## src/rtl/mem_pkg.sv

```systemverilog
`default_nettype none

package mem_pkg;

	typedef logic [31:0] word_t;
	typedef logic [3:0]  reg_num_t;
	typedef logic [15:0] reg_list_t;
	typedef logic [2:0]  bus_size_t;

	localparam bus_size_t SIZE_BYTE = 3'd1;
	localparam bus_size_t SIZE_WORD = 3'd4;

	// address bits 9:2 select the data RAM word.
	localparam int RAM_WORDS  = 256;
	localparam int RAM_ADDR_W = 8;

	localparam logic [3:0] WAIT_CYCLES = 4'd1;

	typedef enum logic [1:0] {
		CLS_OTHER,
		CLS_LDRSTR,
		CLS_LDMSTM,
		CLS_SWP
	} insn_class_t;

	typedef enum logic [2:0] {
		ST_ACCESS,
		ST_SWP_WRITE,
		ST_BASE_WB,
		ST_LIST_SETUP,
		ST_LIST_XFER
	} stage_state_t;

	// the condition field is ignored here because the earlier stage has already resolved it.
	function automatic insn_class_t decode_class(input word_t insn);
		insn_class_t cls;
		cls = CLS_OTHER;
		if (insn[27:23] == 5'b00010 && insn[21:20] == 2'b00 && insn[11:4] == 8'b0000_1001)
			cls = CLS_SWP;
		else if (insn[27:26] == 2'b01 && !(insn[25] && insn[4]))
			cls = CLS_LDRSTR;
		else if (insn[27:25] == 3'b100)
			cls = CLS_LDMSTM;
		return cls;
	endfunction

endpackage

`default_nettype wire

```

## src/rtl/reg_file.sv

```systemverilog
`timescale 1ns/1ps
`default_nettype none

module reg_file (
	input  logic              clk,
	input  logic              rst_n,
	input  logic              wr_en,
	input  mem_pkg::reg_num_t wr_num,
	input  mem_pkg::word_t    wr_data,
	input  mem_pkg::reg_num_t st_read,
	output mem_pkg::word_t    st_data
);
	import mem_pkg::*;

	word_t regs [16];

	always_ff @(posedge clk or negedge rst_n) begin
		if (!rst_n) begin
			for (int i = 0; i < 16; i++)
				regs[i] <= '0;
		end else if (wr_en) begin
			regs[wr_num] <= wr_data;
		end
	end

	// read port for block stores.
	assign st_data = regs[st_read];

endmodule

`default_nettype wire

```

## config.mk

```make
export PLATFORM = sky130hd
export DESIGN_NAME = reg_file
export DESIGN_NICKNAME = d
export VERILOG_FILES = /design/src/rtl/mem_pkg.sv /design/src/rtl/reg_file.sv
export SDC_FILE = /design/constraint.sdc
export NUM_CORES = 1
export LEC_CHECK = 0
export BUFFER_PORTS_ARGS = -buffer_cell sky130_fd_sc_hd__buf_2
export CORE_MARGIN = 5
export CORE_UTILIZATION = 62
export CTS_CLUSTER_SIZE = 12
export DETAILED_ROUTE_END_ITERATION = 6
export GPL_TIMING_DRIVEN = 1
export PLACE_DENSITY = 0.83
export SLEW_MARGIN = 20
export SYNTH_ARGS = -nofsm -noshare
export SYNTH_HDL_FRONTEND = slang
export SYNTH_SLANG_ARGS = --single-unit
```

## constraint.sdc

```tcl
create_clock -name clk -period 1.8 [get_ports clk]
set_input_delay 0.18 -clock clk [delete_from_list [all_inputs] [get_ports clk]]
set_output_delay 0.18 -clock clk [all_outputs]
set_load 0.01 [all_outputs]
```

==> impl_metrics.env <==
export IMPL_ir_drop_mv=0.8022
export IMPL_syn_to_final_growth_pct=15.73
export IMPL_vias=13050
export IMPL_final_cells=2004
export IMPL_power_density_mw_per_mm2=1223
export IMPL_synth_area_leaders="dfrtp_1 56%, mux2_2 25%, mux4_2 13%"
export IMPL_grt_max_degree=54
export IMPL_dr_pass1_iters=5
export IMPL_required_ns=1.62
export IMPL_pin_count=75
export IMPL_drive_above_1_share_pct=60.10
export IMPL_holdWs_ns=0.03914
export IMPL_rows=70
export IMPL_relSlewSlack_pct=61.94
export IMPL_largestRegisters="regs x512"
export IMPL_grt_total_usage_pct=27.49
export IMPL_cts_buffers=53
export IMPL_overflow=0
export IMPL_root_buffer="clkbuf_16"
export IMPL_layout_setup_ws_ns=-0.3228
export IMPL_yosysUniqueCellTypes=18
export IMPL_synth_area_leader_cell="dfrtp_1"
export IMPL_htree_levels=2
export IMPL_rsz0062_at_grt="true"
export IMPL_antenna_found_initial=6
export IMPL_drt_iter0_drc=855
export IMPL_final_common_cell="dfrtp_1"
export IMPL_r2r_start="regs[170]"
export IMPL_syn_avg_cell_area_sq_um=16.22
export IMPL_grt_pass1_wl_um=86540
export IMPL_hold_path_class="input pin to flop"
export IMPL_status="finished with violations"
export IMPL_synth_area_sq_mm=0.02277
export IMPL_largest_register="regs"
export IMPL_violations="setup timing"
export IMPL_slew_viol_final=0
export IMPL_coreArea_sq_mm=0.03643
export IMPL_power_frac_comb_pct=18.5
export IMPL_fin_setup_tns_ns=-8.317
export IMPL_drtAntennaViolNets=0
export IMPL_p_seq_share_pct=48.3
export IMPL_vias_per_cell=6.511
export IMPL_fin_crit_sh_pct=117.9
export IMPL_cp_arrival_ns=1.94
export IMPL_die_w_um=201.7
export IMPL_fin_skew_ns=0
export IMPL_clk_latency_ns=0.58
export IMPL_worstSetupStartpointType="flop"
export IMPL_swShare_pct=24.71
export IMPL_numClockSinks=512
export IMPL_hp_start="wr_data[6]"
export IMPL_leakage_nw=11.32
export IMPL_ys_seq_area_share_pct=56.26
export IMPL_synth_nets=1447
export IMPL_clk_path_buf_depth=3
export IMPL_nFillCells=2216
export IMPL_clockPowerShare_pct=33.2
export IMPL_cp_end_kind="output port"
export IMPL_hpwl_um=31330
export IMPL_netlist_instances=1404
export IMPL_clock_fmax_mhz=471.1
export IMPL_cts_tree="built"
export IMPL_path_clk_slew_ns=0.06
export IMPL_p_sw_mw=7.967
export IMPL_min_period_ns=2.123
export IMPL_largest_reg_flops=512
export IMPL_chipHeight_um=201.7
export IMPL_layout_common_cells="512 x dfrtp_1, 509 x mux2_2, 128 x mux4_2, 65 x buf_2, 55 x clkbuf_16"
export IMPL_dieArea_sq_mm=0.04067
export IMPL_setup_worst_path_class="flop to output port"
export IMPL_startpoint="regs[135]"
export IMPL_hold_viol_final=0
export IMPL_dpl_cell_count=1905
export IMPL_portBuffers=74
export IMPL_wl_per_cell_um=26.97
export IMPL_tightest_slew_ns=0.5708
export IMPL_cap_violations=0
export IMPL_wirelength_um=54040
export IMPL_initial_utilization_pct=62.51
export IMPL_dpl_worst_slack_ns=-0.1305
export IMPL_first_global_vias=14550
export IMPL_crit_path_max_fanout=2
export IMPL_setup_viol=32
export IMPL_nNetsFinal=1540
export IMPL_intPower_mw=24.27
export IMPL_yosysWarningCount=0
export IMPL_drcViolationCount=0
export IMPL_routabilityCongestion=0.7792
export IMPL_synth_seq_cells=512
export IMPL_synth_top_cell_area_share_pct=56.26
-- cells by family after synthesis --
kind of cell           share of synthesized area [%]
AO/OA/AOI/OAI                                  2.110
buffers and inverters                          2.434
AND/OR/NAND/NOR                                1.225
flip-flops                                     56.26
multiplexers                                   37.97
-- worst max-delay path: stages, from the launching register on --
cell,delay (ns)
dfrtp_1,0.37
mux4_2,0.48
a22oi_2,0.22
nand2_1,0.13
buf_2,0.16
-- per-stage QoR --
stage	utilization (%)	cell area [sq um]	power, mW
detailed placement	67.09	24450	21.48
floorplan	-	22770	19.51
finish	72.34	26360	32.24
global placement	67.09	24450	20.99
global route	72.34	26360	33.68
CTS	72.08	26260	32.32
-- what timing repair did --
action,in CTS,in global routing
hold buffers,2,0
resized for setup,18,17
endpoints found under the setup margin,32,32
pin swaps,15,16
setup buffers,2,1
hold endpoints to repair,227,0
-- cell type report --
type	count	area (sq um)	area share, %
Antenna cell	2	5.005	0.01899
Clock buffer	85	1609	6.105
Clock inverter	7	91.34	0.3465
Multi-Input combinational cell	765	9644	36.59
Sequential cell	512	12810	48.61
Tap cell	468	585.6	2.222
Timing Repair Buffer	165	1609	6.105
-- power groups by stage --
stage               registers, mW  logic (mW)  clock network (mW)
finish                       15.6        5.96                10.7
global route                 15.9        6.48                11.3
CTS                          15.5        5.93                10.9
detailed placement           15.7        5.78                   0
global placement             15.5        5.50                   0
floorplan                    15.2        4.33                   0
-- final timing paths --
path | end | slack (ns) | cells after the start
max in group asynchronous | regs[336] | 0.84 | 3
setup reg to reg | regs[170] | 0.89 | 2
min in group asynchronous | regs[483] | 0.16 | 2
setup / recovery | st_data[7] | -0.32 | 4
hold / removal | regs[230] | 0.04 | 2
hold reg to reg | regs[454] | 0.49 | 1
-- synthesized netlist by cell type --
cell type / n
mux4_2: 128
and2_1: 1
nand3b_1: 2
clkbuf_1: 65
nor2_1: 7
mux2_1: 3
nor4_2: 1
dfrtp_1: 512
nor2b_1: 2
a22oi_1: 64
or3_1: 2
nand3_1: 2
mux2_2: 509
nor3_1: 6
or4_1: 1
nand2b_1: 3
nand2_1: 34
buf_2: 62
-- routing by layer --
| metal | track usage [%] | up-vias | part of all wire [%] |
|---|---|---|---|
| met5 | 0 | - | 0.063 |
| met4 | 8.496 | 6 | 2.6 |
| met3 | 5.786 | 109 | 5.4 |
| met2 | 44.12 | 365 | 50 |
| met1 | 38.61 | 7114 | 42 |
| li1 | - | 5454 | - |
(Power assumes the default switching activity.)
