--- src/rtl/mem_pkg.sv ---
`default_nettype none

package mem_pkg;

	typedef logic [31:0] word_t;
	typedef logic [3:0]  reg_num_t;
	typedef logic [15:0] reg_list_t;
	typedef logic [2:0]  bus_size_t;

	localparam bus_size_t SIZE_BYTE = 3'd1;
	localparam bus_size_t SIZE_WORD = 3'd4;

	// address bits 9:2 select the data RAM word.
	localparam int RAM_WORDS  = 256;
	localparam int RAM_ADDR_W = 8;

	localparam logic [3:0] WAIT_CYCLES = 4'd1;

	typedef enum logic [1:0] {
		CLS_OTHER,
		CLS_LDRSTR,
		CLS_LDMSTM,
		CLS_SWP
	} insn_class_t;

	typedef enum logic [2:0] {
		ST_ACCESS,
		ST_SWP_WRITE,
		ST_BASE_WB,
		ST_LIST_SETUP,
		ST_LIST_XFER
	} stage_state_t;

	// the condition field is ignored here because the earlier stage has already resolved it.
	function automatic insn_class_t decode_class(input word_t insn);
		insn_class_t cls;
		cls = CLS_OTHER;
		if (insn[27:23] == 5'b00010 && insn[21:20] == 2'b00 && insn[11:4] == 8'b0000_1001)
			cls = CLS_SWP;
		else if (insn[27:26] == 2'b01 && !(insn[25] && insn[4]))
			cls = CLS_LDRSTR;
		else if (insn[27:25] == 3'b100)
			cls = CLS_LDMSTM;
		return cls;
	endfunction

endpackage

`default_nettype wire

--- src/rtl/ldm_sequencer.sv ---
`timescale 1ns/1ps
`default_nettype none

module ldm_sequencer (
	input  logic               clk,
	input  logic               rst_n,
	input  logic               list_load,
	input  logic               list_step,
	input  mem_pkg::reg_list_t reg_list,
	input  logic               descending,
	output mem_pkg::reg_num_t  cur_reg,
	output mem_pkg::word_t     list_offset,
	output logic               list_last
);
	import mem_pkg::*;

	reg_list_t pending;
	reg_list_t reversed;
	reg_num_t  low_idx;
	logic      desc_q;

	always_comb begin
		for (int i = 0; i < 16; i++)
			reversed[i] = reg_list[15 - i];
	end

	// priority pick of the lowest pending bit.
	always_comb begin
		low_idx = '0;
		for (int i = 15; i >= 0; i--) begin
			if (pending[i])
				low_idx = reg_num_t'(i);
		end
	end

	// a descending list is walked from the top register down.
	assign cur_reg   = desc_q ? ~low_idx : low_idx;
	assign list_last = (pending != '0) && ((pending & (pending - 1'b1)) == '0);

	always_ff @(posedge clk or negedge rst_n) begin
		if (!rst_n) begin
			pending     <= '0;
			desc_q      <= 1'b0;
			list_offset <= '0;
		end else if (list_load) begin
			pending     <= descending ? reversed : reg_list;
			desc_q      <= descending;
			list_offset <= '0;
		end else if (list_step) begin
			pending[low_idx] <= 1'b0;
			list_offset      <= list_offset + 32'd4;
		end
	end

	a_step_nonempty: assert property (@(posedge clk) disable iff (!rst_n)
		list_step |-> pending != '0);

endmodule

`default_nettype wire

--- config.mk ---
export PLATFORM = sky130hd
export DESIGN_NAME = ldm_sequencer
export DESIGN_NICKNAME = d
export VERILOG_FILES = /design/src/rtl/mem_pkg.sv /design/src/rtl/ldm_sequencer.sv
export SDC_FILE = /design/constraint.sdc
export NUM_CORES = 1
export LEC_CHECK = 0
export BUFFER_PORTS_ARGS = -buffer_cell sky130_fd_sc_hd__buf_2
export CAP_MARGIN = 25
export CORE_AREA = 2 2 89 91
export DETAILED_ROUTE_END_ITERATION = 8
export DIE_AREA = 0 0 91 93
export SYNTH_ARGS = -nofsm -noshare
export SYNTH_HDL_FRONTEND = slang
export SYNTH_SLANG_ARGS = --single-unit
--- constraint.sdc ---
create_clock -name clk -period 4 [get_ports clk]
set_clock_uncertainty 0.2 [all_clocks]
set_input_delay 0.4 -clock clk [delete_from_list [all_inputs] [get_ports clk]]
set_output_delay 0.4 -clock clk [all_outputs]
set_load 0.02 [all_outputs]
==> results by group <==
Run status
  – Status: finished, final reports clean

Cells and area
  – Fill count: ~800
  – Final core occ: 44.55%
  – Antenna Cells: 0
  – Post-layout nets: between 300 and 400
  – Area Overhead vs Synth: 15.32%
  – Layout cells sized above 1: 21.07%

STA
  – Slew headroom: 50.14%
  – Peak Freq: 0.3012 GHz
  – Unrepaired setup endpoints after global routing: false
  – Hold Fails Final Rpt: 0
  – Fin. max-slew vios: 0
  – Final setup viols: 0
  – Final worst-path cycle share: 82.99%
  – Crit path time final: between 3 and 4 ns
  – Worst hold slack: 0.2099 ns
  – Setup TNS: 0 ns
  – Worst-margin pin slew: 0.7416 ns

Clocking
  – CTS Buf Count: 5
  – CTS tree: built
  – Max H-tree Level: 2
  – Clk_lat worst skew: 0.30 ns
  – CTS Root Buffer Type: clkbuf_8
  – Clk buf depth: 2
  – Clock transition at the registers of the reported paths: 0.09 ns
  – CTS resizes: 0
  – CTS Sinks: 47

Power
  – Clock power share: 34.2%
  – Pleak: 1.478 nW
  – Pwr/cell area: 323.8 nW/um^2
  – Combinational share of power: 16.6%
  – Seq pwr share: about half
  – Sw frac: 29.10%
  – Net Switching: 0.0003160 W
  – Peak supply drop: ~0.00019 V
  – Cell Int Power: 0.0007698 W
  – Total chip power: about 0.0011 W

Place
  – Final GP Congestion: roughly 0.86
  – Port bufs: 55
  – DP Wirelength: 5115 um

Logic synthesis
  – Post-synth EDFFs: 0
  – Mean Syn Cell Area: roughly 8.9 sq um
  – Xor and xnor area share after synthesis: 8.735%
  – Post-synthesis adder-cell area fraction: 0.7745%
  – Synth Cell Area: a little under 3000 sq um
  – Synth Register Bits: 47
  – Compound-Gate Fraction of Synth Area: roughly 15%
  – Ys async rst share: 100.0%
  – Syn Inst Count: around 330
  – Prevailing post-synth register cell: dfrtp_1
  – Synth cell types: 57
  – Register area share after synthesis: approximately two fifths
  – Post-Synth Simple-Gate Area: 23.80%
  – Synth warnings: 0
  – Mux share of post-synthesis cell area: 6.713%
  – Largest family of logic cells by synthesized area: simple AND/OR/NAND/NOR gates

Setup path
  – FF-to-FF Start: list_offset[2]
  – FF-to-FF End: list_offset[26]
  – Worst path top cell family by delay: simple AND/OR/NAND/NOR gates
  – Slowest stage cell, crit path: or4_2
  – CP Capture Type: output port
  – Flop2flop setup slack: 1.67 ns
  – Worst path required time: 3.40 ns
  – Critical path buffer and inverter count: 1
  – Cells on worst reg2reg path: 6
  – CP Class: reg -> out
  – Largest stage delay, worst path: 0.77 ns
  – Worst-path maximum fanout: 6
  – CP Cell Sequence: or4_2 -> nor3_4 -> mux2_2 -> a2111o_1 -> a21oi_2 -> buf_2
  – CP Launch Type: flop
  – Worst Path Arrival: 2.72 ns

Detailed routing
  – Iter 0 DRT Violations: between 150 and 200
  – Drt wl/cell: 14.77 um
  – Remaining antenna violation count after routing: 0
  – Drt pass-1 iters: 4
  – Vias: 2580
  – # DRC: 0
  – Routed vias/inst: between 5 and 6
  – Routed wire length: 7043 um

Global routing
  – First-pass GRT wire length: 11810 um
  – Gr usage total: 17.15%
  – Initial antenna violation count: 0
  – GRT overflow: 0
  – Number of global-route vias before repair: 2393
  – Largest net degree at the start of global routing: 67

Floorplan
  – Die X: ~91 um
  – Initial Util: about 39%
  – Die H: 93 um
  – Core Rows: 32
  – CORE AREA: 7527 sq um
  – Die ar.: 8463 sq um
  – Number of top-level pins: 58

Worst hold path
  – Min-delay worst type: in -> reg
  – Origin of the worst min-delay path: reg_list[3]
  – Hold depth: 3
  – Worst Hold End: pending[3]

Job
  – Max Cap Viol: 0
flip-flops by register name, indices dropped and copies added (netlist names):
| name | cells |
|---|---|
| desc_q | 1 |
| pending | 16 |
| list_offset | 30 |
worst max-delay path by stage:
stage                     cells after the start        end  slack (ns)        from
after floorplan                               7  list_last        1.09  pending[0]
after global routing                          6  list_last        0.54  pending[8]
after CTS                                     6  list_last        0.66  pending[8]
after detailed placement                      6  list_last        1.01  pending[8]
after global placement                        6  list_last        1.03  pending[8]
final                                         6  list_last        0.68  pending[8]
logic make-up (layout without fill, tap and decap cells):
kind of cell | Yosys count | after routing
AND/OR/NAND/NOR | 138 | 138
AO/OA/AOI/OAI | 66 | 66
flip-flops | 47 | 47
XOR/XNOR | 29 | 29
buffers and inverters | 26 | 72
multiplexers | 19 | 19
adder cells (fa/ha/maj) | 2 | 2
other | 1 | 2
what timing repair did:
action                                  4_1_cts  5_1_grt
hold buffers                                  1        0
endpoints found under the setup margin        0        0
buffers inserted                              0        0
endpoints found under the hold margin        20        0
synthesized netlist by cell type, types with 3 or more instances:
cell | number | area (sq um)
dfrtp_1 | 47 | 1176
nor2_1 | 43 | 161.4
nand2_1 | 29 | 108.9
o21ai_0 | 22 | 110.1
xnor2_1 | 21 | 183.9
a21oi_1 | 15 | 75.07
mux2i_1 | 15 | 150.1
nand3_1 | 13 | 65.06
nor3_1 | 13 | 65.06
clkbuf_1 | 10 | 37.54
xor2_1 | 8 | 70.07
nand4_1 | 7 | 43.79
a31oi_1 | 6 | 37.54
inv_1 | 6 | 22.52
nor4_1 | 5 | 31.28
and4_1 | 4 | 35.03
buf_6 | 4 | 45.04
mux2_2 | 4 | 45.04
or3_1 | 4 | 25.02
and3_1 | 3 | 18.77
buf_1 | 3 | 11.26
o31ai_1 | 3 | 22.52
final cells by class:
cell class / instances / area (sq um) / area share (%)
clock inverter: 2 / 35.03 / 1.045
multi-input combinational: 256 / 1597 / 47.61
clock buffer: 6 / 82.58 / 2.463
tap: 102 / 127.6 / 3.806
inverter: 6 / 22.52 / 0.6716
sequential: 47 / 1176 / 35.07
timing repair buffer: 58 / 312.8 / 9.328
cells in the final DEF, fill, tap and decap left out, types with 6 or more instances in the layout:
cell	n
a21oi_1	15
nor2_1	43
xor2_1	8
mux2i_1	15
buf_2	55
nand2_1	29
nor3_1	13
inv_1	6
dfrtp_1	47
a31oi_1	6
xnor2_1	21
clkbuf_8	6
nand4_1	7
o21ai_0	22
nand3_1	13
power groups by stage:
stage | Sequential [W] | Clock, W | Combinational [W]
4_1_cts | 0.000533 | 0.000377 | 0.000183
3_5_place_dp | 0.000543 | 0 | 0.000181
2_1_floorplan | 0.000528 | 0 | 0.000139
3_3_place_gp | 0.000540 | 0 | 0.000179
5_1_grt | 0.000538 | 0.000392 | 0.000202
6_report | 0.000534 | 0.000371 | 0.000181
stage by stage:
stage               std cells  setup slack, ns  area (sq um)
finish                    477           0.6804          3353
CTS                       477           0.6648          3353
detailed placement        468            1.010          3226
floorplan                 329            1.091          2912
global placement          467            1.033          3206
global route              477           0.5408          3353
worst register-to-register path: cells and delay by family (launching register included):
family,cells,cell delay (ns)
adder cells (fa/ha/maj),1,0.19
AO/OA/AOI/OAI,1,0.36
flip-flops,1,0.42
AND/OR/NAND/NOR,3,0.88
XOR/XNOR,1,0.15
layer usage:
layer  vias to the layer above  GRT usage [%]  share of wire, %
li1                       1266              -                 -
met1                      1227          24.39                46
met2                        78          25.93                44
met3                         9          4.754               8.1
met4                         0          4.293               1.1
met5                         -              0                 0
Note: power is estimated with default switching activity, not from simulation.
